<file path="src/logic/bbox_params.svh">
/*
 * Bounding box stage parameters
 * Coordinate format, vertex count and pipeline depth shared by RTL and testbench
 */

`ifndef BBOX_PARAMS_SVH
`define BBOX_PARAMS_SVH

// Total bits in a signed fixed-point coordinate
`define BBOX_SIGFIG 24

// Fraction bits, integer part is [SIGFIG-1:RADIX]
`define BBOX_RADIX 10

// Vertices per triangle
`define BBOX_VERTS 3

// Register stages from input capture to outputs
`define BBOX_PIPE_DEPTH 3

`endif

</file>
<file path="src/logic/bbox_pkg.sv">
/*
 * Bounding box types
 * Signed fixed-point coordinate and the one-hot MSAA sample grid selector
 */

`include "bbox_params.svh"

package bbox_pkg;

    // Signed fixed point, BBOX_RADIX fraction bits
    typedef logic signed [`BBOX_SIGFIG-1:0] coord_t;

    // Sample grid selector, one-hot
    // Each step down doubles the samples along an axis
    typedef enum logic [3:0] {
        MSAA_1X  = 4'b1000,  // Pixel grid, no fraction bits kept
        MSAA_4X  = 4'b0100,  // Half-pixel grid, 1 fraction bit
        MSAA_16X = 4'b0010,  // Quarter-pixel grid, 2 fraction bits
        MSAA_64X = 4'b0001   // Eighth-pixel grid, 3 fraction bits
    } msaa_mode_e;

endpackage

</file>
<file path="src/logic/bbox_extent.sv">
/*
 * Triangle extent
 * Picks the lowest and highest vertex on each axis with one-hot selects
 * and muxes them out as the raw lower-left and upper-right box corners
 */

`include "bbox_params.svh"

module bbox_extent
    import bbox_pkg::*;
(
    input  logic   clk,                      // Assertion sampling only
    input  coord_t i_vert_x [`BBOX_VERTS],
    input  coord_t i_vert_y [`BBOX_VERTS],
    output coord_t o_ll_x,
    output coord_t o_ll_y,
    output coord_t o_ur_x,
    output coord_t o_ur_y
);

    localparam int NV = `BBOX_VERTS;

    coord_t vert [2][NV];                    // [axis][vertex], axis 0 is x

    always_comb begin
        for (int v = 0; v < NV; v++) begin
            vert[0][v] = i_vert_x[v];
            vert[1][v] = i_vert_y[v];
        end
    end

    for (genvar a = 0; a < 2; a++) begin : g_axis
        logic [NV-1:0] sel_lo;               // One-hot, lowest vertex
        logic [NV-1:0] sel_hi;               // One-hot, highest vertex
        coord_t        lo;
        coord_t        hi;

        // Pairwise compares
        // Strict against earlier vertices, so a tie goes to the lower index
        always_comb begin
            for (int v = 0; v < NV; v++) begin
                sel_lo[v] = 1'b1;
                sel_hi[v] = 1'b1;
                for (int w = 0; w < NV; w++) begin
                    if (w < v) begin
                        sel_lo[v] &= (vert[a][v] < vert[a][w]);
                        sel_hi[v] &= (vert[a][v] > vert[a][w]);
                    end else if (w > v) begin
                        sel_lo[v] &= (vert[a][v] <= vert[a][w]);
                        sel_hi[v] &= (vert[a][v] >= vert[a][w]);
                    end
                end
            end
        end

        // AND-OR mux on the selects
        always_comb begin
            lo = '0;
            hi = '0;
            for (int v = 0; v < NV; v++) begin
                lo |= vert[a][v] & {`BBOX_SIGFIG{sel_lo[v]}};
                hi |= vert[a][v] & {`BBOX_SIGFIG{sel_hi[v]}};
            end
        end

        a_sel_lo_onehot: assert property (@(posedge clk) $onehot(sel_lo));
        a_sel_hi_onehot: assert property (@(posedge clk) $onehot(sel_hi));
        a_lo_le_hi:      assert property (@(posedge clk) lo <= hi);
    end

    assign o_ll_x = g_axis[0].lo;
    assign o_ll_y = g_axis[1].lo;
    assign o_ur_x = g_axis[0].hi;
    assign o_ur_y = g_axis[1].hi;

endmodule

</file>
<file path="src/logic/bbox_grid_clip.sv">
/*
 * Grid rounding and screen clipping
 * Floors box corners to the MSAA sample grid, clamps them to the screen
 * and rejects boxes that miss the screen entirely
 */

`include "bbox_params.svh"

module bbox_grid_clip
    import bbox_pkg::*;
(
    input  logic       clk,                  // Assertion sampling only
    input  coord_t     i_ll_x,
    input  coord_t     i_ll_y,
    input  coord_t     i_ur_x,
    input  coord_t     i_ur_y,
    input  coord_t     i_screen_w,
    input  coord_t     i_screen_h,
    input  msaa_mode_e i_msaa,
    input  logic       i_valid,
    output coord_t     o_ll_x,
    output coord_t     o_ll_y,
    output coord_t     o_ur_x,
    output coord_t     o_ur_y,
    output logic       o_accept
);

    logic [`BBOX_SIGFIG-1:0] mask;           // Clears bits below sample spacing
    logic [`BBOX_SIGFIG-1:0] spacing;        // One sample step
    coord_t                  corner  [4];    // ll_x, ll_y, ur_x, ur_y
    coord_t                  floored [4];

    always_comb begin
        case (i_msaa)
            MSAA_1X:  mask = {`BBOX_SIGFIG{1'b1}} << `BBOX_RADIX;
            MSAA_4X:  mask = {`BBOX_SIGFIG{1'b1}} << (`BBOX_RADIX - 1);
            MSAA_16X: mask = {`BBOX_SIGFIG{1'b1}} << (`BBOX_RADIX - 2);
            MSAA_64X: mask = {`BBOX_SIGFIG{1'b1}} << (`BBOX_RADIX - 3);
            default:  mask = {`BBOX_SIGFIG{1'b1}} << `BBOX_RADIX;  // Pixel grid
        endcase
    end

    assign spacing = ~mask + 1'b1;           // Lowest kept bit

    assign corner[0] = i_ll_x;
    assign corner[1] = i_ll_y;
    assign corner[2] = i_ur_x;
    assign corner[3] = i_ur_y;

    // Two's complement, so masking floors toward minus infinity
    always_comb begin
        for (int c = 0; c < 4; c++) begin
            floored[c] = corner[c] & mask;
        end
    end

    // Clamp lower-left to origin, upper-right to screen limit
    assign o_ll_x = (floored[0] < 0) ? '0 : floored[0];
    assign o_ll_y = (floored[1] < 0) ? '0 : floored[1];
    assign o_ur_x = (floored[2] >= i_screen_w) ? i_screen_w : floored[2];
    assign o_ur_y = (floored[3] >= i_screen_h) ? i_screen_h : floored[3];

    // Reject if wholly right/above or wholly left/below
    assign o_accept = i_valid
                   && (o_ll_x < i_screen_w)
                   && (o_ll_y < i_screen_h)
                   && (floored[2] > 0)
                   && (floored[3] > 0);

    for (genvar c = 0; c < 4; c++) begin : g_floor_chk
        a_floor_step: assert property (@(posedge clk)
            (corner[c] - floored[c]) < spacing);
    end

    a_ur_on_screen: assert property (@(posedge clk)
        o_accept |-> (o_ur_x <= i_screen_w) && (o_ur_y <= i_screen_h));

endmodule

</file>
<file path="src/logic/bbox_pipe.sv">
/*
 * Stallable delay line
 * DEPTH registers shifting on every edge with i_halt low, cleared on reset
 */

`include "bbox_params.svh"

module bbox_pipe #(
    parameter int DEPTH = `BBOX_PIPE_DEPTH,
    parameter int WIDTH = 1
) (
    input  logic             clk,
    input  logic             i_rst,
    input  logic             i_halt,         // Freeze all stages
    input  logic [WIDTH-1:0] i_data,
    output logic [WIDTH-1:0] o_data
);

    logic [WIDTH-1:0] stage [DEPTH];         // stage[0] is nearest the input

    always_ff @(posedge clk) begin
        if (i_rst) begin
            for (int s = 0; s < DEPTH; s++) begin
                stage[s] <= '0;
            end
        end else if (!i_halt) begin
            stage[0] <= i_data;
            for (int s = 1; s < DEPTH; s++) begin
                stage[s] <= stage[s-1];
            end
        end
    end

    assign o_data = stage[DEPTH-1];

    // Halted edge must leave the output untouched
    a_hold_on_halt: assert property (@(posedge clk) disable iff (i_rst)
        (i_halt && !i_rst) |=> $stable(o_data));

endmodule

</file>
<file path="src/logic/bbox.sv">
/*
 * Bounding box stage, top level
 * Extent, grid rounding and clipping, then a fixed stallable delay
 * carrying box, vertices and valid to the outputs
 */

`include "bbox_params.svh"

module bbox
    import bbox_pkg::*;
(
    input  logic       clk,
    input  logic       i_rst,
    input  coord_t     i_vert_x [`BBOX_VERTS],
    input  coord_t     i_vert_y [`BBOX_VERTS],
    input  logic       i_valid,
    input  coord_t     i_screen_w,
    input  coord_t     i_screen_h,
    input  msaa_mode_e i_msaa,
    input  logic       i_halt,
    output coord_t     o_vert_x [`BBOX_VERTS],
    output coord_t     o_vert_y [`BBOX_VERTS],
    output coord_t     o_ll_x,
    output coord_t     o_ll_y,
    output coord_t     o_ur_x,
    output coord_t     o_ur_y,
    output logic       o_valid
);

    localparam int NV       = `BBOX_VERTS;
    localparam int SF       = `BBOX_SIGFIG;
    localparam int VERT_LSB = 1 + 4 * SF;    // Above valid and four corners
    localparam int PIPE_W   = VERT_LSB + 2 * NV * SF;

    coord_t            raw_ll_x;
    coord_t            raw_ll_y;
    coord_t            raw_ur_x;
    coord_t            raw_ur_y;
    coord_t            clip_ll_x;
    coord_t            clip_ll_y;
    coord_t            clip_ur_x;
    coord_t            clip_ur_y;
    logic              accept;
    logic [PIPE_W-1:0] pipe_in;
    logic [PIPE_W-1:0] pipe_out;

    bbox_extent u_extent (
        .clk      (clk),
        .i_vert_x (i_vert_x),
        .i_vert_y (i_vert_y),
        .o_ll_x   (raw_ll_x),
        .o_ll_y   (raw_ll_y),
        .o_ur_x   (raw_ur_x),
        .o_ur_y   (raw_ur_y)
    );

    bbox_grid_clip u_grid_clip (
        .clk        (clk),
        .i_ll_x     (raw_ll_x),
        .i_ll_y     (raw_ll_y),
        .i_ur_x     (raw_ur_x),
        .i_ur_y     (raw_ur_y),
        .i_screen_w (i_screen_w),
        .i_screen_h (i_screen_h),
        .i_msaa     (i_msaa),
        .i_valid    (i_valid),
        .o_ll_x     (clip_ll_x),
        .o_ll_y     (clip_ll_y),
        .o_ur_x     (clip_ur_x),
        .o_ur_y     (clip_ur_y),
        .o_accept   (accept)
    );

    // Pack: valid at bit 0, then ll_x, ll_y, ur_x, ur_y, then x/y per vertex
    assign pipe_in[0]            = accept;
    assign pipe_in[1 +: SF]      = clip_ll_x;
    assign pipe_in[1 + SF +: SF] = clip_ll_y;
    assign pipe_in[1 + 2*SF +: SF] = clip_ur_x;
    assign pipe_in[1 + 3*SF +: SF] = clip_ur_y;

    for (genvar v = 0; v < NV; v++) begin : g_vert
        assign pipe_in[VERT_LSB + 2*v*SF +: SF]     = i_vert_x[v];
        assign pipe_in[VERT_LSB + (2*v+1)*SF +: SF] = i_vert_y[v];
        assign o_vert_x[v] = pipe_out[VERT_LSB + 2*v*SF +: SF];
        assign o_vert_y[v] = pipe_out[VERT_LSB + (2*v+1)*SF +: SF];
    end

    bbox_pipe #(
        .DEPTH (`BBOX_PIPE_DEPTH),
        .WIDTH (PIPE_W)
    ) u_pipe (
        .clk    (clk),
        .i_rst  (i_rst),
        .i_halt (i_halt),
        .i_data (pipe_in),
        .o_data (pipe_out)
    );

    assign o_valid = pipe_out[0];
    assign o_ll_x  = pipe_out[1 +: SF];
    assign o_ll_y  = pipe_out[1 + SF +: SF];
    assign o_ur_x  = pipe_out[1 + 2*SF +: SF];
    assign o_ur_y  = pipe_out[1 + 3*SF +: SF];

    // Box ordering survives clipping and the delay line
    a_box_ordered: assert property (@(posedge clk) disable iff (i_rst)
        o_valid |-> (o_ll_x <= o_ur_x) && (o_ll_y <= o_ur_y));

endmodule

</file>
<file path="config.mk">
export PLATFORM = sky130hd
export DESIGN_NAME = bbox
export DESIGN_NICKNAME = d
export VERILOG_FILES = /design/src/logic/bbox_pkg.sv /design/src/logic/bbox_extent.sv /design/src/logic/bbox_grid_clip.sv /design/src/logic/bbox_pipe.sv /design/src/logic/bbox.sv
export VERILOG_INCLUDE_DIRS = /design/src /design/src/logic
export SDC_FILE = /design/constraint.sdc
export NUM_CORES = 1
export LEC_CHECK = 0
export BUFFER_PORTS_ARGS = -buffer_cell sky130_fd_sc_hd__buf_4
export CORE_MARGIN = 3
export CORE_UTILIZATION = 28
export CTS_CLUSTER_SIZE = 14
export DETAILED_ROUTE_END_ITERATION = 12
export PLACE_DENSITY_LB_ADDON = 0.3
export SYNTH_ARGS = -nofsm -noshare
export SYNTH_HDL_FRONTEND = slang
export SYNTH_SLANG_ARGS = --single-unit
</file>
<file path="constraint.sdc">
create_clock -name clk -period 22.2 [get_ports clk]
set_input_delay 3.33 -clock clk [delete_from_list [all_inputs] [get_ports clk]]
set_output_delay 3.33 -clock clk [all_outputs]
set_load 0.05 [all_outputs]
</file>
* Word-level counts from Yosys, hierarchy flattened
Memories as Yosys holds them, arrays and structs flattened.
Index checks and enable logic that the tools add are counted.
** Word-level totals
- Register bits after elaboration :: 0
- Bits in writable memories :: 723
- Input bits :: 200
- Output and inout port bits :: 241
- Logic and storage cells :: 92
- Memories kept :: 1
** Operators by class
- $lt $le $gt $ge :: 32
- Equal/unequal tests :: 3
- Multiplexer cells :: 13
- Bitwise logic cells :: 39
- Reductions and logical operators :: 4
** Memories
- u_pipe.stage :: depth 3, bits a word 241, rd ports 3, clocked after Yosys merged registers in 0, write ports 3, RTL line bbox_pipe.sv:19 : logic [WIDTH-1:0] stage [DEPTH];
** Operator list (number)
- 241-bit 2-to-1 mux :: 3
- 24-bit bitwise AND :: 16
- 24-bit >= comparator :: 8
- 24-bit less-than comparator :: 8
- 24-bit bitwise OR :: 8
- 24-bit greater-than comparator :: 6
- 24-bit less-or-equal comparator :: 6
- 24-bit 2-to-1 mux :: 4
- 24-bit by 1-bit greater-than comparator with 1-bit output (second input constant) :: 2
- 24-bit by 1-bit less-than comparator with 1-bit output (second input constant) :: 2
- 10-bit case mux with 3 select lines :: 1
- 1-bit bitwise AND :: 12
- 1-bit 2-to-1 mux :: 5
- 4-bit by 1-bit equality test with 1-bit output (second input constant) :: 1
- 4-bit by 2-bit equality test with 1-bit output (second input constant) :: 1
- 4-bit by 3-bit equality test with 1-bit output (second input constant) :: 1
- 1-bit logical AND :: 4
- 1-bit bitwise OR :: 3

* Longest topological paths before layout
- Depth after elaboration :: 14
- Depth in mapped cells :: 25
- Mapped depth without buffers :: 23

* Cells and area by module
A second synthesis with hierarchy kept.
** Second synthesis, totals
- Cells, all modules :: 2937
- Area, all modules :: 38328.0 um2
** By module, submodules not included
- bbox_pipe :: instances 1, cells an instance 1850, area each 30282.8 um2, sequential area each 21710.8 um2
- bbox_extent :: instances 1, cells an instance 744, area each 5400.2 um2, sequential area each 0.0 um2
- bbox_grid_clip :: instances 1, cells an instance 343, area each 2645.0 um2, sequential area each 0.0 um2

* Worst setup path before layout
OpenSTA, ideal clock, no wires.
- Path kind :: input to register
- Start point :: input port i_rst
- End point :: memory u_pipe.stage[0][0] in the netlist's numbering, enable pin
- Setup time :: 1.170 ns
- Arrival :: 19.395 ns
- Required time :: 21.030 ns
- Path slack :: 1.635 ns
- Stages on the path :: 1
- Buffers on the path :: 0
- Cells stage by stage :: nand2b_1
** RTL lines
- from (decl) :: RTL line bbox.sv:13 : input logic i_rst,
- to (decl) :: RTL line bbox_pipe.sv:19

==> results_dict.tcl <==
set metrics [dict create \
    status "finished clean" \
    min_period_ns 9.73 \
    cts.repair.resized 0 \
    area_delta_synth_final_pct 17.5 \
    clock.fmax_mhz 103 \
    cts_tree "built" \
    postCtsSetupBuffers 0 \
    multi_input_area_sq_mm 0.0102 \
    leakage_nw 16.6 \
    synth_seq_cells 675 \
    place_ws_ns 11.85 \
    timing_worst_setup_path_type "in -> reg" \
    drt_iter0_markers 1786 \
    dr.pass1.iters 8 \
    antenna_found_initial 14 \
    fin_crit_sh 0.438 \
    rows 125 \
    ctsLongestPathBuffers 3 \
    yosysSeqAreaShare 0.611 \
    post-synth-top-area-cell "edfxtp_1" \
    finalMaxSlewViolations 0 \
    cp.arrival_ns 10.08 \
    grt-ovfl-total 0 \
    routed_wl_um 97000 \
    cp.required_ns 22.55 \
    clock_latency_ns 0.64 \
    cts_sinks 675 \
    post_drt_wl_per_cell_um 22.0 \
    io_pins 441 \
    grt_pass1_vias 19700 \
    synth_area_leaders "edfxtp_1 (61%), and2_1 (10%), ha_1 (7.9%)" \
    dp_hpwl_um 71500 \
    postSynthCellCount 2618 \
    synth-edff-count 675 \
    setup_viol 0 \
    hold_slack_ns 0.504 \
    grt_use_total 0.155 \
    ir_drop_uv 58.7 \
    clkTransAtPathRegs_ns 0.06 \
    die_width_um 350 \
    tns_ns 0 \
    root_buffer "clkbuf_16" \
    yosys.cell_types.count 70 \
    total_power_w 0.00341 \
    tightest_slew_ns 1.08 \
    htreeDepth 3 \
    start_util 0.284 \
    drive_above_1_share 0.205 \
    endpoint_kind "flip-flop" \
    io_buffers 424 \
    rsz0062_at_grt "no" \
    cts_buffers 79 \
    skew_ns 0.0220 \
    p_per_area_mw_per_mm2 87.5 \
    place.gp.congestion 0.851 \
    synth-main-ff-cell "edfxtp_1" \
    netlist_area_sq_mm 0.0332 \
    hold_path_class "reg -> reg" \
    drtAntennaViolNets 0 \
    avgViaCountPerCell 4.53 \
    startpoint_type "input pin" \
    async_flop_share 0 \
    die_area_sq_mm 0.123 \
    core_area_sq_mm 0.117 \
    finalWorstSetupSlack_ns 12.47 \
    post_synth.cell_area_avg_sq_um 12.7 \
    synth_top_cell_area_share 0.611 \
    route.detailed.drc 0 \
    reg.largest.list "u_pipe.stage x675" \
    yosys_warnings 0 \
    fillers 11700 \
    cap_violations 0 \
    grt_max_degree 201 \
    final_nets 3234 \
    largest_reg_flops 675 \
    path_max_fanout 18 \
    largest_register "u_pipe.stage" \
    grt_pass1_wl_um 138000 \
    max_slew_margin 0.281 \
    via_count 20000 \
    fp.dieH_um 350 \
    regArea_sq_mm 0.0203 \
    postCtsHoldBufs 0 \
    hold_viol_final 0 \
]
stage by stage:
step	instances	utilization	area, sq um
global route	4415	0.333	38900
detailed placement	4267	0.311	36400
CTS	4410	0.333	38900
global placement	4267	0.311	36400
finish	4418	0.333	38900
floorplan	2633	-	33200
worst max-delay path: stages:
cell       delay (ns)
buf_4            0.11
inv_1            0.06
ha_1             0.34
nand4_1          0.28
nor4_1           0.77
o211ai_1         0.34
o211ai_2         0.18
mux2i_1          0.14
buf_4            0.22
nor2b_1          0.19
nor2b_2          0.82
nand2_1          0.11
nand2_1          0.63
a211oi_1         0.21
ha_1             0.34
a31o_2           0.13
a21o_1           0.10
a21o_1           0.10
a21o_1           0.11
a21oi_1          0.06
o211ai_1         0.17
a21oi_1          0.09
nand4b_1         0.24
a2111oi_0        0.88
a211oi_2         0.09
path summary, 6_finish.rpt:
check,endpoint,start,depth (start not counted),slack (ns)
setup reg to reg,u_pipe.stage[0][627]$_SDFFCE_PN0P_,u_pipe.stage[0][386]$_SDFFCE_PN0P_,1,21.27
setup / recovery,u_pipe.stage[0][0]$_SDFFCE_PN0P_,i_vert_y[15],25,12.47
hold reg to reg,u_pipe.stage[0][443]$_SDFFCE_PN0P_,u_pipe.stage[0][202]$_SDFFCE_PN0P_,1,0.50
hold / removal,u_pipe.stage[0][443]$_SDFFCE_PN0P_,u_pipe.stage[0][202]$_SDFFCE_PN0P_,1,0.50
power breakdown:
group	switching (W)	internal [W]	total, W
logic	0.000397	0.000179	0.000577
registers	0.0000282	0.00151	0.00154
clock network	0.000535	0.000754	0.00129
final cells by class:
type / count / area share
flip-flops and latches: 675 / 0.520
multi-input cells: 1476 / 0.263
repair buffers: 452 / 0.0878
clock inverters: 47 / 0.0122
diodes: 8 / 0.000514
well taps: 1524 / 0.0490
clock buffers: 96 / 0.0535
inverters: 140 / 0.0135
cells in the final DEF (no fill, tap or decap), drive strengths merged, types with 3 or more instances in the layout:
master      n
a211oi     45
a21boi      7
a21o       33
a21oi      92
a221o      12
a222oi     24
a22oi      34
a31oi       3
and2      532
and3       26
and4        3
buf       452
bufinv      7
clkbuf     96
clkinv     33
clkinvlp    4
conb       16
diode       8
edfxtp    675
ha        210
inv       143
mux2i       5
nand2      80
nand2b      6
nand3      21
nand4      45
nor2      161
nor2b      11
nor3       20
nor4       16
o211a       3
o211ai      8
o21a        5
o21ai      22
o31ai       3
or4         5
xor2        4
kinds of logic after synthesis:
| group | Yosys count | share of synthesized area |
|---|---|---|
| buffers and inverters | 482 | 0.0825 |
| other | 1 | 0.000113 |
| XOR/XNOR | 5 | 0.00132 |
| flip-flops | 675 | 0.611 |
| adder cells (fa/ha/maj) | 210 | 0.0792 |
| multiplexers | 5 | 0.00151 |
| AND/OR/NAND/NOR | 936 | 0.159 |
| AO/OA/AOI/OAI | 304 | 0.0651 |
cell usage after synthesis (11+ instances only):
cell	instances
a222oi_1	24
nand4_1	44
and2_1	531
a221o_1	12
nor4_1	14
o21ai_0	18
clkbuf_1	94
nand2_1	79
nor2_1	161
nand3_1	21
a211oi_1	41
a21o_1	33
buf_4	240
nor3_1	20
nor2b_1	11
a21oi_1	92
ha_1	210
and3_1	26
edfxtp_1	675
a22oi_1	33
inv_1	140
layer usage:
metal  vias up  global-route usage  wire length, um
met5         -                   0               27
met4         4              0.0431             1770
met3        99              0.0392             7650
met2       617               0.231            42800
met1      9759               0.221            44700
li1       9530                   -                -
(Power assumes the default switching activity.)
